===== config.mk =====
export PLATFORM = sky130hd
export DESIGN_NAME = writeback_unit
export DESIGN_NICKNAME = d
export VERILOG_FILES = /design/src/logic/riscv_pkg.sv /design/src/logic/wb_pkg.sv /design/src/logic/load_align.sv /design/src/logic/wb_control.sv /design/src/logic/wb_ctrl_queue.sv /design/src/logic/writeback_unit.sv
export SDC_FILE = /design/constraint.sdc
export NUM_CORES = 1
export LEC_CHECK = 0
export ABC_AREA = 0
export BUFFER_PORTS_ARGS = -buffer_cell sky130_fd_sc_hd__buf_2
export CAP_MARGIN = 25
export CORE_ASPECT_RATIO = 0.6
export CORE_MARGIN = 4
export CORE_UTILIZATION = 50
export CTS_BUF_LIST = sky130_fd_sc_hd__clkbuf_4 sky130_fd_sc_hd__clkbuf_8
export CTS_CLUSTER_DIAMETER = 30
export CTS_CLUSTER_SIZE = 25
export DETAILED_ROUTE_END_ITERATION = 16
export PLACE_DENSITY = 0.75
export SLEW_MARGIN = 0
export SYNTH_ARGS = -nofsm -noshare
export SYNTH_HDL_FRONTEND = slang
export SYNTH_HIERARCHICAL = 1
export SYNTH_SLANG_ARGS = --single-unit

===== constraint.sdc =====
create_clock -name clk -period 3.3 [get_ports clk]
set_clock_uncertainty 0.05 [all_clocks]
set_input_delay 0 -clock clk [delete_from_list [all_inputs] [get_ports clk]]
set_output_delay 0 -clock clk [all_outputs]
set_load 0.01 [all_outputs]

===== src/logic/riscv_pkg.sv =====
package riscv_pkg;

    // Major opcodes, inst[6:2]
    localparam logic [4:0] opc_ari_rtype = 5'b01100;
    localparam logic [4:0] opc_ari_itype = 5'b00100;
    localparam logic [4:0] opc_load      = 5'b00000;
    localparam logic [4:0] opc_store     = 5'b01000;
    localparam logic [4:0] opc_branch    = 5'b11000;
    localparam logic [4:0] opc_jal       = 5'b11011;
    localparam logic [4:0] opc_jalr      = 5'b11001;
    localparam logic [4:0] opc_lui       = 5'b01101;
    localparam logic [4:0] opc_auipc     = 5'b00101;

    // ALU funct3
    localparam logic [2:0] fnc_add_sub = 3'b000;
    localparam logic [2:0] fnc_sll     = 3'b001;
    localparam logic [2:0] fnc_slt     = 3'b010;
    localparam logic [2:0] fnc_sltu    = 3'b011;
    localparam logic [2:0] fnc_xor     = 3'b100;
    localparam logic [2:0] fnc_srl_sra = 3'b101;
    localparam logic [2:0] fnc_or      = 3'b110;
    localparam logic [2:0] fnc_and     = 3'b111;

    // Load funct3
    localparam logic [2:0] fnc_lb  = 3'b000;
    localparam logic [2:0] fnc_lh  = 3'b001;
    localparam logic [2:0] fnc_lw  = 3'b010;
    localparam logic [2:0] fnc_lbu = 3'b100;
    localparam logic [2:0] fnc_lhu = 3'b101;

    // inst[30] variants
    localparam logic fnc2_add = 1'b0;
    localparam logic fnc2_sub = 1'b1;
    localparam logic fnc2_srl = 1'b0;
    localparam logic fnc2_sra = 1'b1;

    // Read word seen as byte lanes or halfword lanes
    typedef union packed {
        logic [3:0][7:0]  bytes;
        logic [1:0][15:0] halves;
    } mem_word_u;

endpackage


===== src/logic/wb_pkg.sv =====
package wb_pkg;

    typedef enum logic [1:0] {
        wb_alu = 2'd0,
        wb_mem = 2'd1,
        wb_pc4 = 2'd2
    } wb_sel_e;

    localparam wb_sel_e wb_dont_care = wb_alu;

    typedef enum logic [1:0] {
        dout_io   = 2'd0,
        dout_bios = 2'd1,
        dout_dmem = 2'd2
    } dout_sel_e;

    localparam dout_sel_e dout_dont_care = dout_dmem;

    // Address bits 31:28
    localparam logic [3:0] addr_io     = 4'b1000;
    localparam logic [3:0] addr_bios   = 4'b0100;
    localparam logic [3:0] addr_dmem   = 4'b0001;
    localparam logic [3:0] addr_mirror = 4'b0011;

endpackage


===== src/logic/load_align.sv =====
`timescale 1ns/1ps

module load_align (
    input  wb_pkg::dout_sel_e dout_sel,
    input  logic [3:0]        mask,
    input  logic              mask_un,
    input  logic [31:0]       io_rdata,
    input  logic [31:0]       bios_rdata,
    input  logic [31:0]       dmem_rdata,
    output logic [31:0]       load_data
);

    riscv_pkg::mem_word_u word;
    logic [7:0]           sel_byte;
    logic [15:0]          sel_half;

    always_comb begin
        case (dout_sel)
            wb_pkg::dout_io:   word = io_rdata;
            wb_pkg::dout_bios: word = bios_rdata;
            default:           word = dmem_rdata;
        endcase
    end

    // Byte lane from a one-hot mask
    always_comb begin
        case (mask)
            4'b0010: sel_byte = word.bytes[1];
            4'b0100: sel_byte = word.bytes[2];
            4'b1000: sel_byte = word.bytes[3];
            default: sel_byte = word.bytes[0];
        endcase
    end

    assign sel_half = mask[3] ? word.halves[1] : word.halves[0];

    always_comb begin
        case (mask)
            4'b0001, 4'b0010, 4'b0100, 4'b1000:
                load_data = {{24{!mask_un && sel_byte[7]}}, sel_byte};
            4'b0011, 4'b1100:
                load_data = {{16{!mask_un && sel_half[15]}}, sel_half};
            4'b1111:
                load_data = word;
            default:
                load_data = 32'd0;
        endcase
    end

    // Decoder and queue only ever hand over these patterns
    always_comb begin
        assert (mask inside {4'b0000, 4'b0001, 4'b0010, 4'b0100, 4'b1000,
                             4'b0011, 4'b1100, 4'b1111})
            else $error("load_align: illegal mask %b", mask);
    end

endmodule


===== src/logic/wb_control.sv =====
`timescale 1ns/1ps

module wb_control (
    input  logic [31:0]       inst,
    input  logic [31:0]       addr,
    output wb_pkg::wb_sel_e   wb_sel,
    output wb_pkg::dout_sel_e dout_sel,
    output logic [3:0]        mask,
    output logic              mask_un,
    output logic              regwen
);

    logic [4:0] opcode5;
    logic [2:0] funct3;
    logic       alt;

    assign opcode5 = inst[6:2];
    assign funct3  = inst[14:12];
    assign alt     = inst[30];

    always_comb begin
        wb_sel   = wb_pkg::wb_dont_care;
        dout_sel = wb_pkg::dout_dont_care;
        mask     = 4'b0000;
        mask_un  = 1'b0;
        regwen   = 1'b0;

        case (opcode5)
            riscv_pkg::opc_ari_rtype: begin
                case (funct3)
                    riscv_pkg::fnc_add_sub: begin
                        case (alt)
                            // ADD
                            riscv_pkg::fnc2_add: begin
                                wb_sel = wb_pkg::wb_alu;
                                regwen = 1'b1;
                            end
                            // SUB
                            riscv_pkg::fnc2_sub: begin
                                wb_sel = wb_pkg::wb_alu;
                                regwen = 1'b1;
                            end
                        endcase
                    end
                    riscv_pkg::fnc_srl_sra: begin
                        case (alt)
                            // SRL
                            riscv_pkg::fnc2_srl: begin
                                wb_sel = wb_pkg::wb_alu;
                                regwen = 1'b1;
                            end
                            // SRA
                            riscv_pkg::fnc2_sra: begin
                                wb_sel = wb_pkg::wb_alu;
                                regwen = 1'b1;
                            end
                        endcase
                    end
                    // AND OR XOR SLL SLT SLTU
                    riscv_pkg::fnc_and, riscv_pkg::fnc_or, riscv_pkg::fnc_xor,
                    riscv_pkg::fnc_sll, riscv_pkg::fnc_slt, riscv_pkg::fnc_sltu: begin
                        wb_sel = wb_pkg::wb_alu;
                        regwen = 1'b1;
                    end
                endcase
            end

            riscv_pkg::opc_ari_itype: begin
                case (funct3)
                    riscv_pkg::fnc_srl_sra: begin
                        // SRLI, SRAI
                        if (alt == riscv_pkg::fnc2_srl || alt == riscv_pkg::fnc2_sra) begin
                            wb_sel = wb_pkg::wb_alu;
                            regwen = 1'b1;
                        end
                    end
                    // ADDI SLLI SLTI SLTIU XORI ORI ANDI
                    default: begin
                        wb_sel = wb_pkg::wb_alu;
                        regwen = 1'b1;
                    end
                endcase
            end

            riscv_pkg::opc_load: begin
                wb_sel = wb_pkg::wb_mem;
                regwen = 1'b1;

                case (addr[31:28])
                    wb_pkg::addr_io:     dout_sel = wb_pkg::dout_io;
                    wb_pkg::addr_bios:   dout_sel = wb_pkg::dout_bios;
                    wb_pkg::addr_dmem:   dout_sel = wb_pkg::dout_dmem;
                    wb_pkg::addr_mirror: dout_sel = wb_pkg::dout_dmem;
                    default:             dout_sel = wb_pkg::dout_dont_care;
                endcase

                case (funct3)
                    riscv_pkg::fnc_lb: begin
                        mask = 4'b0001 << addr[1:0];
                    end
                    riscv_pkg::fnc_lbu: begin
                        mask    = 4'b0001 << addr[1:0];
                        mask_un = 1'b1;
                    end
                    riscv_pkg::fnc_lh: begin
                        // Odd halfword offsets get no lanes
                        case (addr[1:0])
                            2'b00:   mask = 4'b0011;
                            2'b10:   mask = 4'b1100;
                            default: mask = 4'b0000;
                        endcase
                    end
                    riscv_pkg::fnc_lhu: begin
                        case (addr[1:0])
                            2'b00:   mask = 4'b0011;
                            2'b10:   mask = 4'b1100;
                            default: mask = 4'b0000;
                        endcase
                        mask_un = 1'b1;
                    end
                    riscv_pkg::fnc_lw: begin
                        mask = 4'b1111;
                    end
                    default: begin
                        mask = 4'b0000;
                    end
                endcase
            end

            // No register write
            riscv_pkg::opc_store, riscv_pkg::opc_branch: begin
                regwen = 1'b0;
            end

            // JAL, JALR link pc plus 4
            riscv_pkg::opc_jal, riscv_pkg::opc_jalr: begin
                wb_sel = wb_pkg::wb_pc4;
                regwen = 1'b1;
            end

            // LUI, AUIPC result comes through the ALU
            riscv_pkg::opc_lui, riscv_pkg::opc_auipc: begin
                wb_sel = wb_pkg::wb_alu;
                regwen = 1'b1;
            end

            default: begin
                regwen = 1'b0;
            end
        endcase
    end

endmodule


===== src/logic/wb_ctrl_queue.sv =====
`timescale 1ns/1ps

module wb_ctrl_queue #(
    parameter int CREDITS = 4
) (
    input  logic              clk,
    input  logic              arst_n,
    input  logic              in_valid,
    input  wb_pkg::wb_sel_e   wb_sel,
    input  wb_pkg::dout_sel_e dout_sel,
    input  logic [3:0]        mask,
    input  logic              mask_un,
    input  logic              regwen,
    input  logic [4:0]        rd,
    input  logic [31:0]       alu_result,
    input  logic [31:0]       pc,
    output logic              head_valid,
    output logic              head_is_load,
    output wb_pkg::wb_sel_e   head_wb_sel,
    output wb_pkg::dout_sel_e head_dout_sel,
    output logic [3:0]        head_mask,
    output logic              head_mask_un,
    output logic [4:0]        head_rd,
    output logic [31:0]       head_alu_result,
    output logic [31:0]       head_pc,
    output logic              head_regwen,
    input  logic              mem_rsp_valid,
    output logic              retire
);

    localparam int ptr_w = $clog2(CREDITS);
    localparam logic [ptr_w:0] depth = CREDITS[ptr_w:0];

    wb_pkg::wb_sel_e   wb_sel_q   [CREDITS];
    wb_pkg::dout_sel_e dout_sel_q [CREDITS];
    logic [3:0]        mask_q     [CREDITS];
    logic              mask_un_q  [CREDITS];
    logic              regwen_q   [CREDITS];
    logic [4:0]        rd_q       [CREDITS];
    logic [31:0]       alu_q      [CREDITS];
    logic [31:0]       pc_q       [CREDITS];

    logic [ptr_w-1:0] wr_ptr;
    logic [ptr_w-1:0] rd_ptr;
    logic [ptr_w:0]   count;

    always_ff @(posedge clk) begin
        if (in_valid) begin
            wb_sel_q[wr_ptr]   <= wb_sel;
            dout_sel_q[wr_ptr] <= dout_sel;
            mask_q[wr_ptr]     <= mask;
            mask_un_q[wr_ptr]  <= mask_un;
            regwen_q[wr_ptr]   <= regwen;
            rd_q[wr_ptr]       <= rd;
            alu_q[wr_ptr]      <= alu_result;
            pc_q[wr_ptr]       <= pc;
        end
    end

    always_ff @(posedge clk or negedge arst_n) begin
        if (!arst_n) begin
            wr_ptr <= '0;
            rd_ptr <= '0;
            count  <= '0;
        end else begin
            if (in_valid)
                wr_ptr <= wr_ptr + 1'b1;
            if (retire)
                rd_ptr <= rd_ptr + 1'b1;
            case ({in_valid, retire})
                2'b10:   count <= count + 1'b1;
                2'b01:   count <= count - 1'b1;
                default: count <= count;
            endcase
        end
    end

    assign head_wb_sel     = wb_sel_q[rd_ptr];
    assign head_dout_sel   = dout_sel_q[rd_ptr];
    assign head_mask       = mask_q[rd_ptr];
    assign head_mask_un    = mask_un_q[rd_ptr];
    assign head_regwen     = regwen_q[rd_ptr];
    assign head_rd         = rd_q[rd_ptr];
    assign head_alu_result = alu_q[rd_ptr];
    assign head_pc         = pc_q[rd_ptr];

    assign head_valid   = (count != '0);
    assign head_is_load = head_valid && (head_wb_sel == wb_pkg::wb_mem);

    // Loads wait at the head for their response, everything else leaves at once
    assign retire = head_valid && (!head_is_load || mem_rsp_valid);

    // Sender must hold a credit, so no push lands on a full queue
    a_no_push_when_full: assert property (
        @(posedge clk) disable iff (!arst_n) in_valid |-> (count != depth)
    );

    // Pointers must agree with the count whenever an entry leaves
    a_no_retire_when_empty: assert property (
        @(posedge clk) disable iff (!arst_n) retire |-> (rd_ptr != wr_ptr || count == depth)
    );

endmodule


===== src/logic/writeback_unit.sv =====
`timescale 1ns/1ps

module writeback_unit #(
    parameter int CREDITS = 4
) (
    input  logic        clk,
    input  logic        arst_n,
    input  logic        in_valid,
    input  logic [31:0] in_inst,
    input  logic [31:0] in_addr,
    input  logic [31:0] in_pc,
    output logic        credit_return,
    input  logic        mem_rsp_valid,
    output logic        mem_rsp_ready,
    input  logic [31:0] io_rdata,
    input  logic [31:0] bios_rdata,
    input  logic [31:0] dmem_rdata,
    output logic        rf_we,
    output logic [4:0]  rf_waddr,
    output logic [31:0] rf_wdata
);

    wb_pkg::wb_sel_e   dec_wb_sel;
    wb_pkg::dout_sel_e dec_dout_sel;
    logic [3:0]        dec_mask;
    logic              dec_mask_un;
    logic              dec_regwen;

    logic              head_is_load;
    wb_pkg::wb_sel_e   head_wb_sel;
    wb_pkg::dout_sel_e head_dout_sel;
    logic [3:0]        head_mask;
    logic              head_mask_un;
    logic [4:0]        head_rd;
    logic [31:0]       head_alu_result;
    logic [31:0]       head_pc;
    logic              head_regwen;
    logic              retire;
    logic [31:0]       load_data;

    wb_control u_control (
        .inst     (in_inst),
        .addr     (in_addr),
        .wb_sel   (dec_wb_sel),
        .dout_sel (dec_dout_sel),
        .mask     (dec_mask),
        .mask_un  (dec_mask_un),
        .regwen   (dec_regwen)
    );

    wb_ctrl_queue #(
        .CREDITS (CREDITS)
    ) u_queue (
        .clk             (clk),
        .arst_n          (arst_n),
        .in_valid        (in_valid),
        .wb_sel          (dec_wb_sel),
        .dout_sel        (dec_dout_sel),
        .mask            (dec_mask),
        .mask_un         (dec_mask_un),
        .regwen          (dec_regwen),
        .rd              (in_inst[11:7]),
        .alu_result      (in_addr),
        .pc              (in_pc),
        .head_valid      (),
        .head_is_load    (head_is_load),
        .head_wb_sel     (head_wb_sel),
        .head_dout_sel   (head_dout_sel),
        .head_mask       (head_mask),
        .head_mask_un    (head_mask_un),
        .head_rd         (head_rd),
        .head_alu_result (head_alu_result),
        .head_pc         (head_pc),
        .head_regwen     (head_regwen),
        .mem_rsp_valid   (mem_rsp_valid),
        .retire          (retire)
    );

    load_align u_align (
        .dout_sel   (head_dout_sel),
        .mask       (head_mask),
        .mask_un    (head_mask_un),
        .io_rdata   (io_rdata),
        .bios_rdata (bios_rdata),
        .dmem_rdata (dmem_rdata),
        .load_data  (load_data)
    );

    always_comb begin
        case (head_wb_sel)
            wb_pkg::wb_mem: rf_wdata = load_data;
            wb_pkg::wb_pc4: rf_wdata = head_pc + 32'd4;
            default:        rf_wdata = head_alu_result;
        endcase
    end

    // x0 is never written
    assign rf_we         = retire && head_regwen && (head_rd != 5'd0);
    assign rf_waddr      = head_rd;
    assign credit_return = retire;
    assign mem_rsp_ready = head_is_load;

endmodule


Word-level counts from Yosys, hierarchy flattened
Memories as Yosys holds them, arrays and structs flattened.
Index checks and enable logic that the tools add are counted.

operators by class
  $add $sub $neg = 5
  shifts and indexed selects = 1
  reductions and logical operators = 24
  multiplexer cells = 19
  eq/ne operators = 28

operator list
  operator                                                                number
  32-bit one-hot mux with 2 select lines                                  2
  32-bit one-hot mux with 3 select lines                                  1
  32-bit by 3-bit adder with 32-bit output (second input constant)        1
  8-bit one-hot mux with 3 select lines                                   1
  4-bit equality test (second input constant)                             4
  16-bit two-way mux                                                      1
  3-bit equality test (second input constant)                             4
  4-bit one-hot mux with 3 select lines                                   1
  5-bit by 3-bit equality test with 1-bit output (second input constant)  2
  5-bit by 4-bit equality test with 1-bit output (second input constant)  2
  5-bit equality test (second input constant)                             2
  2-bit OR reduction                                                      5
  4-bit by 2-bit equality test with 1-bit output (second input constant)  2
  4-bit by 3-bit equality test with 1-bit output (second input constant)  2
  4-bit one-hot mux with 2 select lines                                   1
  8-bit OR reduction                                                      1
  2-bit by 1-bit equality test with 1-bit output (second input constant)  3
  2-bit equality test (second input constant)                             3
  3-bit by 2-bit equality test with 1-bit output (second input constant)  2
  1-bit logical AND                                                       6
  2-bit one-hot mux with 3 select lines                                   1
  3-bit one-hot mux with 2 select lines                                   1
  6-bit OR reduction                                                      1
  5-bit logical NOT                                                       1
  19 further kinds                                                        27

storage, ports and cells
  memories kept = 8
  memory bits (writable) = 316
  bits in registers = 7
  output and inout bits = 40
  bits of input ports = 196

memories
  memory              depth  bits a word  rd ports  clocked after Yosys merged registers in  write ports  RTL line             text
  u_queue.alu_q       4      32           1         0                                        1            wb_ctrl_queue.sv:40  logic [31:0] alu_q [CREDITS];
  u_queue.pc_q        4      32           1         0                                        1            wb_ctrl_queue.sv:41  logic [31:0] pc_q [CREDITS];
  u_queue.rd_q        4      5            1         0                                        1            wb_ctrl_queue.sv:39  logic [4:0] rd_q [CREDITS];
  u_queue.mask_q      4      4            1         0                                        1            wb_ctrl_queue.sv:36  logic [3:0] mask_q [CREDITS];
  u_queue.dout_sel_q  4      2            1         0                                        1            wb_ctrl_queue.sv:35  wb_pkg::dout_sel_e dout_sel_q [CREDITS];
  u_queue.wb_sel_q    4      2            1         0                                        1            wb_ctrl_queue.sv:34  wb_pkg::wb_sel_e wb_sel_q [CREDITS];
  +2 memories         n/a    n/a          n/a       n/a                                      n/a          n/a

Logic depth before layout (Yosys ltp)
An unclocked memory read counts as a cell.

  depth in word-level cells = 8
  mapped depth = 15
  gate-level depth less buffers = 10

Hierarchy
The synthesis kept the hierarchy.

by module, submodules not included
  module          cells each  sequential area each (sq um)  area each (sq um)  times used
  wb_ctrl_queue   462         9,664.3                       11,986.5           1
  load_align      221         0.0                           1,714.1            1
  writeback_unit  191         0.0                           1,202.4            1
  wb_control      24          0.0                           166.4              1

Worst setup path after synthesis
No wires, ideal clock.

  kind = register to output
  start point = register u_queue.rd_ptr[0]
  end point = output rf_wdata[31]
  path slack = 0.309 ns
  data arrival time = 2.941 ns
  required time = 3.250 ns
  stages on the path, launching flop included = 16
  path through = dfrtp_1 > buf_6 > buf_6 > mux4_2 > buf_6 > nor4b_1 > buf_4 > nor4_4 > a21oi_2 > nand3b_4 > buf_12 > nand2_2 > a21oi_1 > nor2_1 > a21oi_1 > a21oi_1

between the ends
  elaborated cells between the ends (all ways) = 28

RTL lines
  what                                         RTL line                            text
  from (decl)                                  wb_ctrl_queue.sv:44                 logic [ptr_w-1:0] rd_ptr;
  from (signal assigned)                       wb_ctrl_queue.sv:69                 rd_ptr <= rd_ptr + 1'b1;
  memory 4 x 4 bit (*)                         n/a
  named net head_mask[2]                       writeback_unit.sv:32                logic [3:0] head_mask;
  4-bit equality test (tied with other cells)  load_align.sv:27, load_align.sv:38
  8-bit one-hot mux with 3 select lines        load_align.sv:27                    case (mask)
  1-bit logical AND                            load_align.sv:40                    load_data = {{24{!mask_un && sel_byte[7]}}, sel_byte};
  32-bit one-hot mux with 3 select lines (*)   load_align.sv:38                    case (mask)
  named net load_data[31]                      writeback_unit.sv:39                logic [31:0] load_data;
  32-bit one-hot mux with 2 select lines (*)   writeback_unit.sv:90                case (head_wb_sel)
  to (decl)                                    writeback_unit.sv:20                output logic [31:0] rf_wdata

The timed path passes the listed nets; every way through them passes the cells marked *.

Worst setup path after layout
  start point = register u_queue.rd_ptr[0]
  end point = output rf_wdata[15]

between the ends
  longest elaborated chain between the ends = 7
  elaborated cells between the ends (all ways) = 27

ends and longest elaborated chain
  what                                                                                 RTL line              text
  memory 4 x 2 bit (*)                                                                 n/a
  named net head_dout_sel[0]                                                           writeback_unit.sv:31  wb_pkg::dout_sel_e head_dout_sel;
  2-bit by 1-bit equality test with 1-bit output or 2-bit logical NOT (tied branches)  load_align.sv:18      case (dout_sel)
  32-bit one-hot mux with 2 select lines (*)                                           load_align.sv:18
  8-bit one-hot mux with 3 select lines                                                load_align.sv:27
  1-bit logical AND                                                                    load_align.sv:40
  32-bit one-hot mux with 3 select lines (*)                                           load_align.sv:38
  named net load_data[15]                                                              writeback_unit.sv:39
  32-bit one-hot mux with 2 select lines (*)                                           writeback_unit.sv:90

Marked as above.

==> impl_metrics.json <==
{
  "die_height_um": 142.5,
  "post-route-period-util_pct": 110.9,
  "p_leak_uw": 0.006958,
  "min_path_type": "primary input to register",
  "category_of_the_most_critical_setup_path": "register to output port",
  "fp.dieW_um": 232.1,
  "synth-edff-count": 316,
  "clk-insertion-delay-late_ps": 570,
  "layout_min_cycle_time_ps": 3658,
  "synth-seq-cells": 323,
  "crit_top_cell": "buf_6",
  "yosysWarnings": 6,
  "synth-async-reset-ratio_pct": 2.167,
  "final_max_slew_viol_count": 0,
  "core_area_um2": 29190,
  "drive_gt1_share_pct": 45.63,
  "layout.filler_cells": 2040,
  "area_delta_synth_final_pct": 27.63,
  "place_congestion": 0.9118,
  "pin_count": 236,
  "p_per_area_nw_per_um2": 983.4,
  "fin_nets": 1454,
  "run_status": "complete, but fails checks",
  "post-route-worst-setup-slack_ps": -358.3,
  "layout.core_utilization_pct": 65.90,
  "most_area_hungry_cell_type_in_the_yosys_netlist": "edfxtp_1",
  "worst-path-buf-inv": 3,
  "dpl_worst_slack_ps": 4.962,
  "h_tree_lvls": 2,
  "yosys.cell_count.top_type": "edfxtp_1",
  "worst_slew_pin_slew_ps": 840.7,
  "path_delay_family": "multiplexers",
  "synth_area_leaders": "edfxtp_1, mux4_2, mux2_2",
  "die_area_um2": 33070,
  "vias_per_cell": 5.785,
  "ant_diodes": 0,
  "first_global_vias": 9727,
  "crit_fanout": 6,
  "postSynthNetCount": 1103,
  "cts_tree": "done",
  "detailed_route_wl_um": 39300,
  "max_freq_mhz": 273.3,
  "cts_inserted_buffers": 43,
  "clockRootBuffer": "clkbuf_8",
  "mappedNetlistArea_um2": 15070,
  "post_drt_wl_per_cell_um": 23.39,
  "setup_viol": 32,
  "route.antenna.remaining_nets": 0,
  "globalRouteTotalUtil_pct": 23.63,
  "synth-seq-area-share_pct": 64.13,
  "portBuffers": 216,
  "drcViolationCount": 0,
  "data_arrival_time_of_the_critical_path_ps": 3610,
  "violations": "setup timing",
  "finalHoldWorstSlack_ps": 125.6,
  "max-clock-path-buffers": 3,
  "cp-end-kind": "output port",
  "grt_pass1_wl_um": 59080,
  "drt-pass1-iter-count": 5,
  "worstPathCellList": "mux4_2, buf_6, mux2_4, o211ai_1, o2111ai_4, nand3b_4, buf_6, nand4_1, a22oi_2, o21ai_1, buf_2",
  "worst_path_max_delay_cell": "mux4_2",
  "detailroute.via_count": 9718,
  "grt_antenna_before_repair": 3,
  "postSynthAreaPerCell_um2": 16.78,
  "start_kind": "register",
  "setup_repair_after_global_routing_missed_its_margin": "true",
  "synth_cell_type_count": 74,
  "synth.cells.most_frequent": "edfxtp_1, mux4_2, nand2_1",
  "vdd_drop_max_mv": 0.6762,
  "synth_flop_cell": "edfxtp_1",
  "cp_data_required_time_ps": 3250,
  "max_slew_margin_pct": 43.44,
  "synth_top_area_share_pct": 62.97,
  "core.rowCount": 48,
  "timing.max_cap.violations": 0,
  "cts_clock_pin_slew_for_the_worst_setup_and_hold_paths_ps": 90,
  "start_util_pct": 51.63,
  "grt_start_max_net_pins": 79,
  "timing_hold_violations_final": 0,
  "gr-total-overflow": 0,
  "number_of_sinks_on_the_clock_net": 323,
  "detailed_place_hpwl_um": 26220,
  "timing.critical_path.slowest_cell_delay_ps": 580,
  "netlist_instances": 898,
  "first_iter_violations": 860
}
## path summary, 6_finish.rpt
path / startpoint / to / slack (ps) / depth (start not counted)
worst max-delay path: u_queue/rd_ptr[0]$_DFFE_PN0P_ / rf_wdata[15] / -360 / 11
worst min-delay path: in_addr[6] / u_queue/alu_q[2][6]$_DFFE_PP_ / 130 / 2
worst max register to register: u_queue/rd_ptr[0]$_DFFE_PN0P_ / u_queue/count[2]$_DFFE_PN0P_ / 560 / 10
worst min register to register: u_queue/count[2]$_DFFE_PN0P_ / u_queue/count[2]$_DFFE_PN0P_ / 480 / 1
max in group asynchronous: arst_n / u_queue/rd_ptr[1]$_DFFE_PN0P_ / 2630 / 3
min in group asynchronous: arst_n / u_queue/rd_ptr[0]$_DFFE_PN0P_ / 310 / 3
## layer usage
layer,track usage (%),up-vias,share of wire (%),wire (µm)
met5,0,-,0.071,28
met4,6.285,6,2.3,911
met3,6.920,72,11,4197
met2,35.44,508,44,17450
met1,34.42,4793,43,16710
li1,-,4339,-,-
## through the flow
stage	instances	cell area [µm²]	setup TNS [ps]	total power [µW]
3_5_place_dp	1494	16570	0	13860
2_1_floorplan	898	15070	0	11220
3_3_place_gp	1494	16570	0	13710
5_1_grt	1680	19230	-12480	19850
4_1_cts	1674	19040	-10190	18540
6_report	1680	19230	-8310	18910
## flip-flops by register name, summed over array words and instances (netlist names)
name / cells
u_queue/wb_sel_q: 8
u_queue/mask_q: 16
u_queue/rd_q: 20
u_queue/dout_sel_q: 8
u_queue/count: 3
u_queue/alu_q: 128
u_queue/wr_ptr: 2
u_queue/pc_q: 128
u_queue/regwen_q: 4
u_queue/mask_un_q: 4
u_queue/rd_ptr: 2
## worst reg2reg max path: stages (launching register included)
cell and delay, ps:
dfrtp_4 500, buf_4 210, bufbuf_16 380, a211oi_1 110
a211oi_1 330, ha_1 250, inv_1 60, fa_1 370
xor2_1 150, nor2_1 120, xor2_1 150
## what timing repair did
action / 4_1_cts / 5_1_grt
buffers inserted: 15 / 9
cloned: 3 / 0
endpoints found under the hold margin: 329 / 0
resized for setup: 89 / 54
setup endpoints to repair: 32 / 32
hold buffers: 86 / 0
pin swaps: 33 / 34
## placed cells by master (no fill, tap or decap), types with 15 or more instances in the layout
cell	n
nand2_2	18
o21ai_1	15
mux4_2	77
xor2_1	17
edfxtp_1	316
buf_6	15
buf_2	213
dlygate4sd3_1	86
inv_1	22
a21oi_1	24
a22oi_2	24
clkbuf_8	43
nand3_1	15
nand2_1	33
buf_4	38
mux2_2	25
## report_power, final
group	switching (µW)	leakage, µW	internal (µW)	total [µW]
combinational	5660	0.00347	4060	9720
clock	1640	0.000520	1970	3610
sequential	217	0.00297	5370	5590
total	7510	0.00696	11400	18900
## cell type report
cell class / instances / area, µm² / share of cell area [%]
Clock inverter: 30 / 427.9 / 2.225
Inverter: 23 / 88.84 / 0.4619
Clock buffer: 46 / 614.3 / 3.194
Tap cell: 400 / 500.5 / 2.602
Timing Repair Buffer: 363 / 2611 / 13.58
Multi-Input combinational cell: 495 / 5319 / 27.65
Sequential cell: 323 / 9672 / 50.29
## cell families after synthesis
family	synth area share, %
simple gates	7.556
compound gates	6.950
xor+xnor	1.860
mux	14.91
flops	64.13
buf+inv	3.794
fa+ha+maj	0.7971
(Power assumes the default switching activity.)
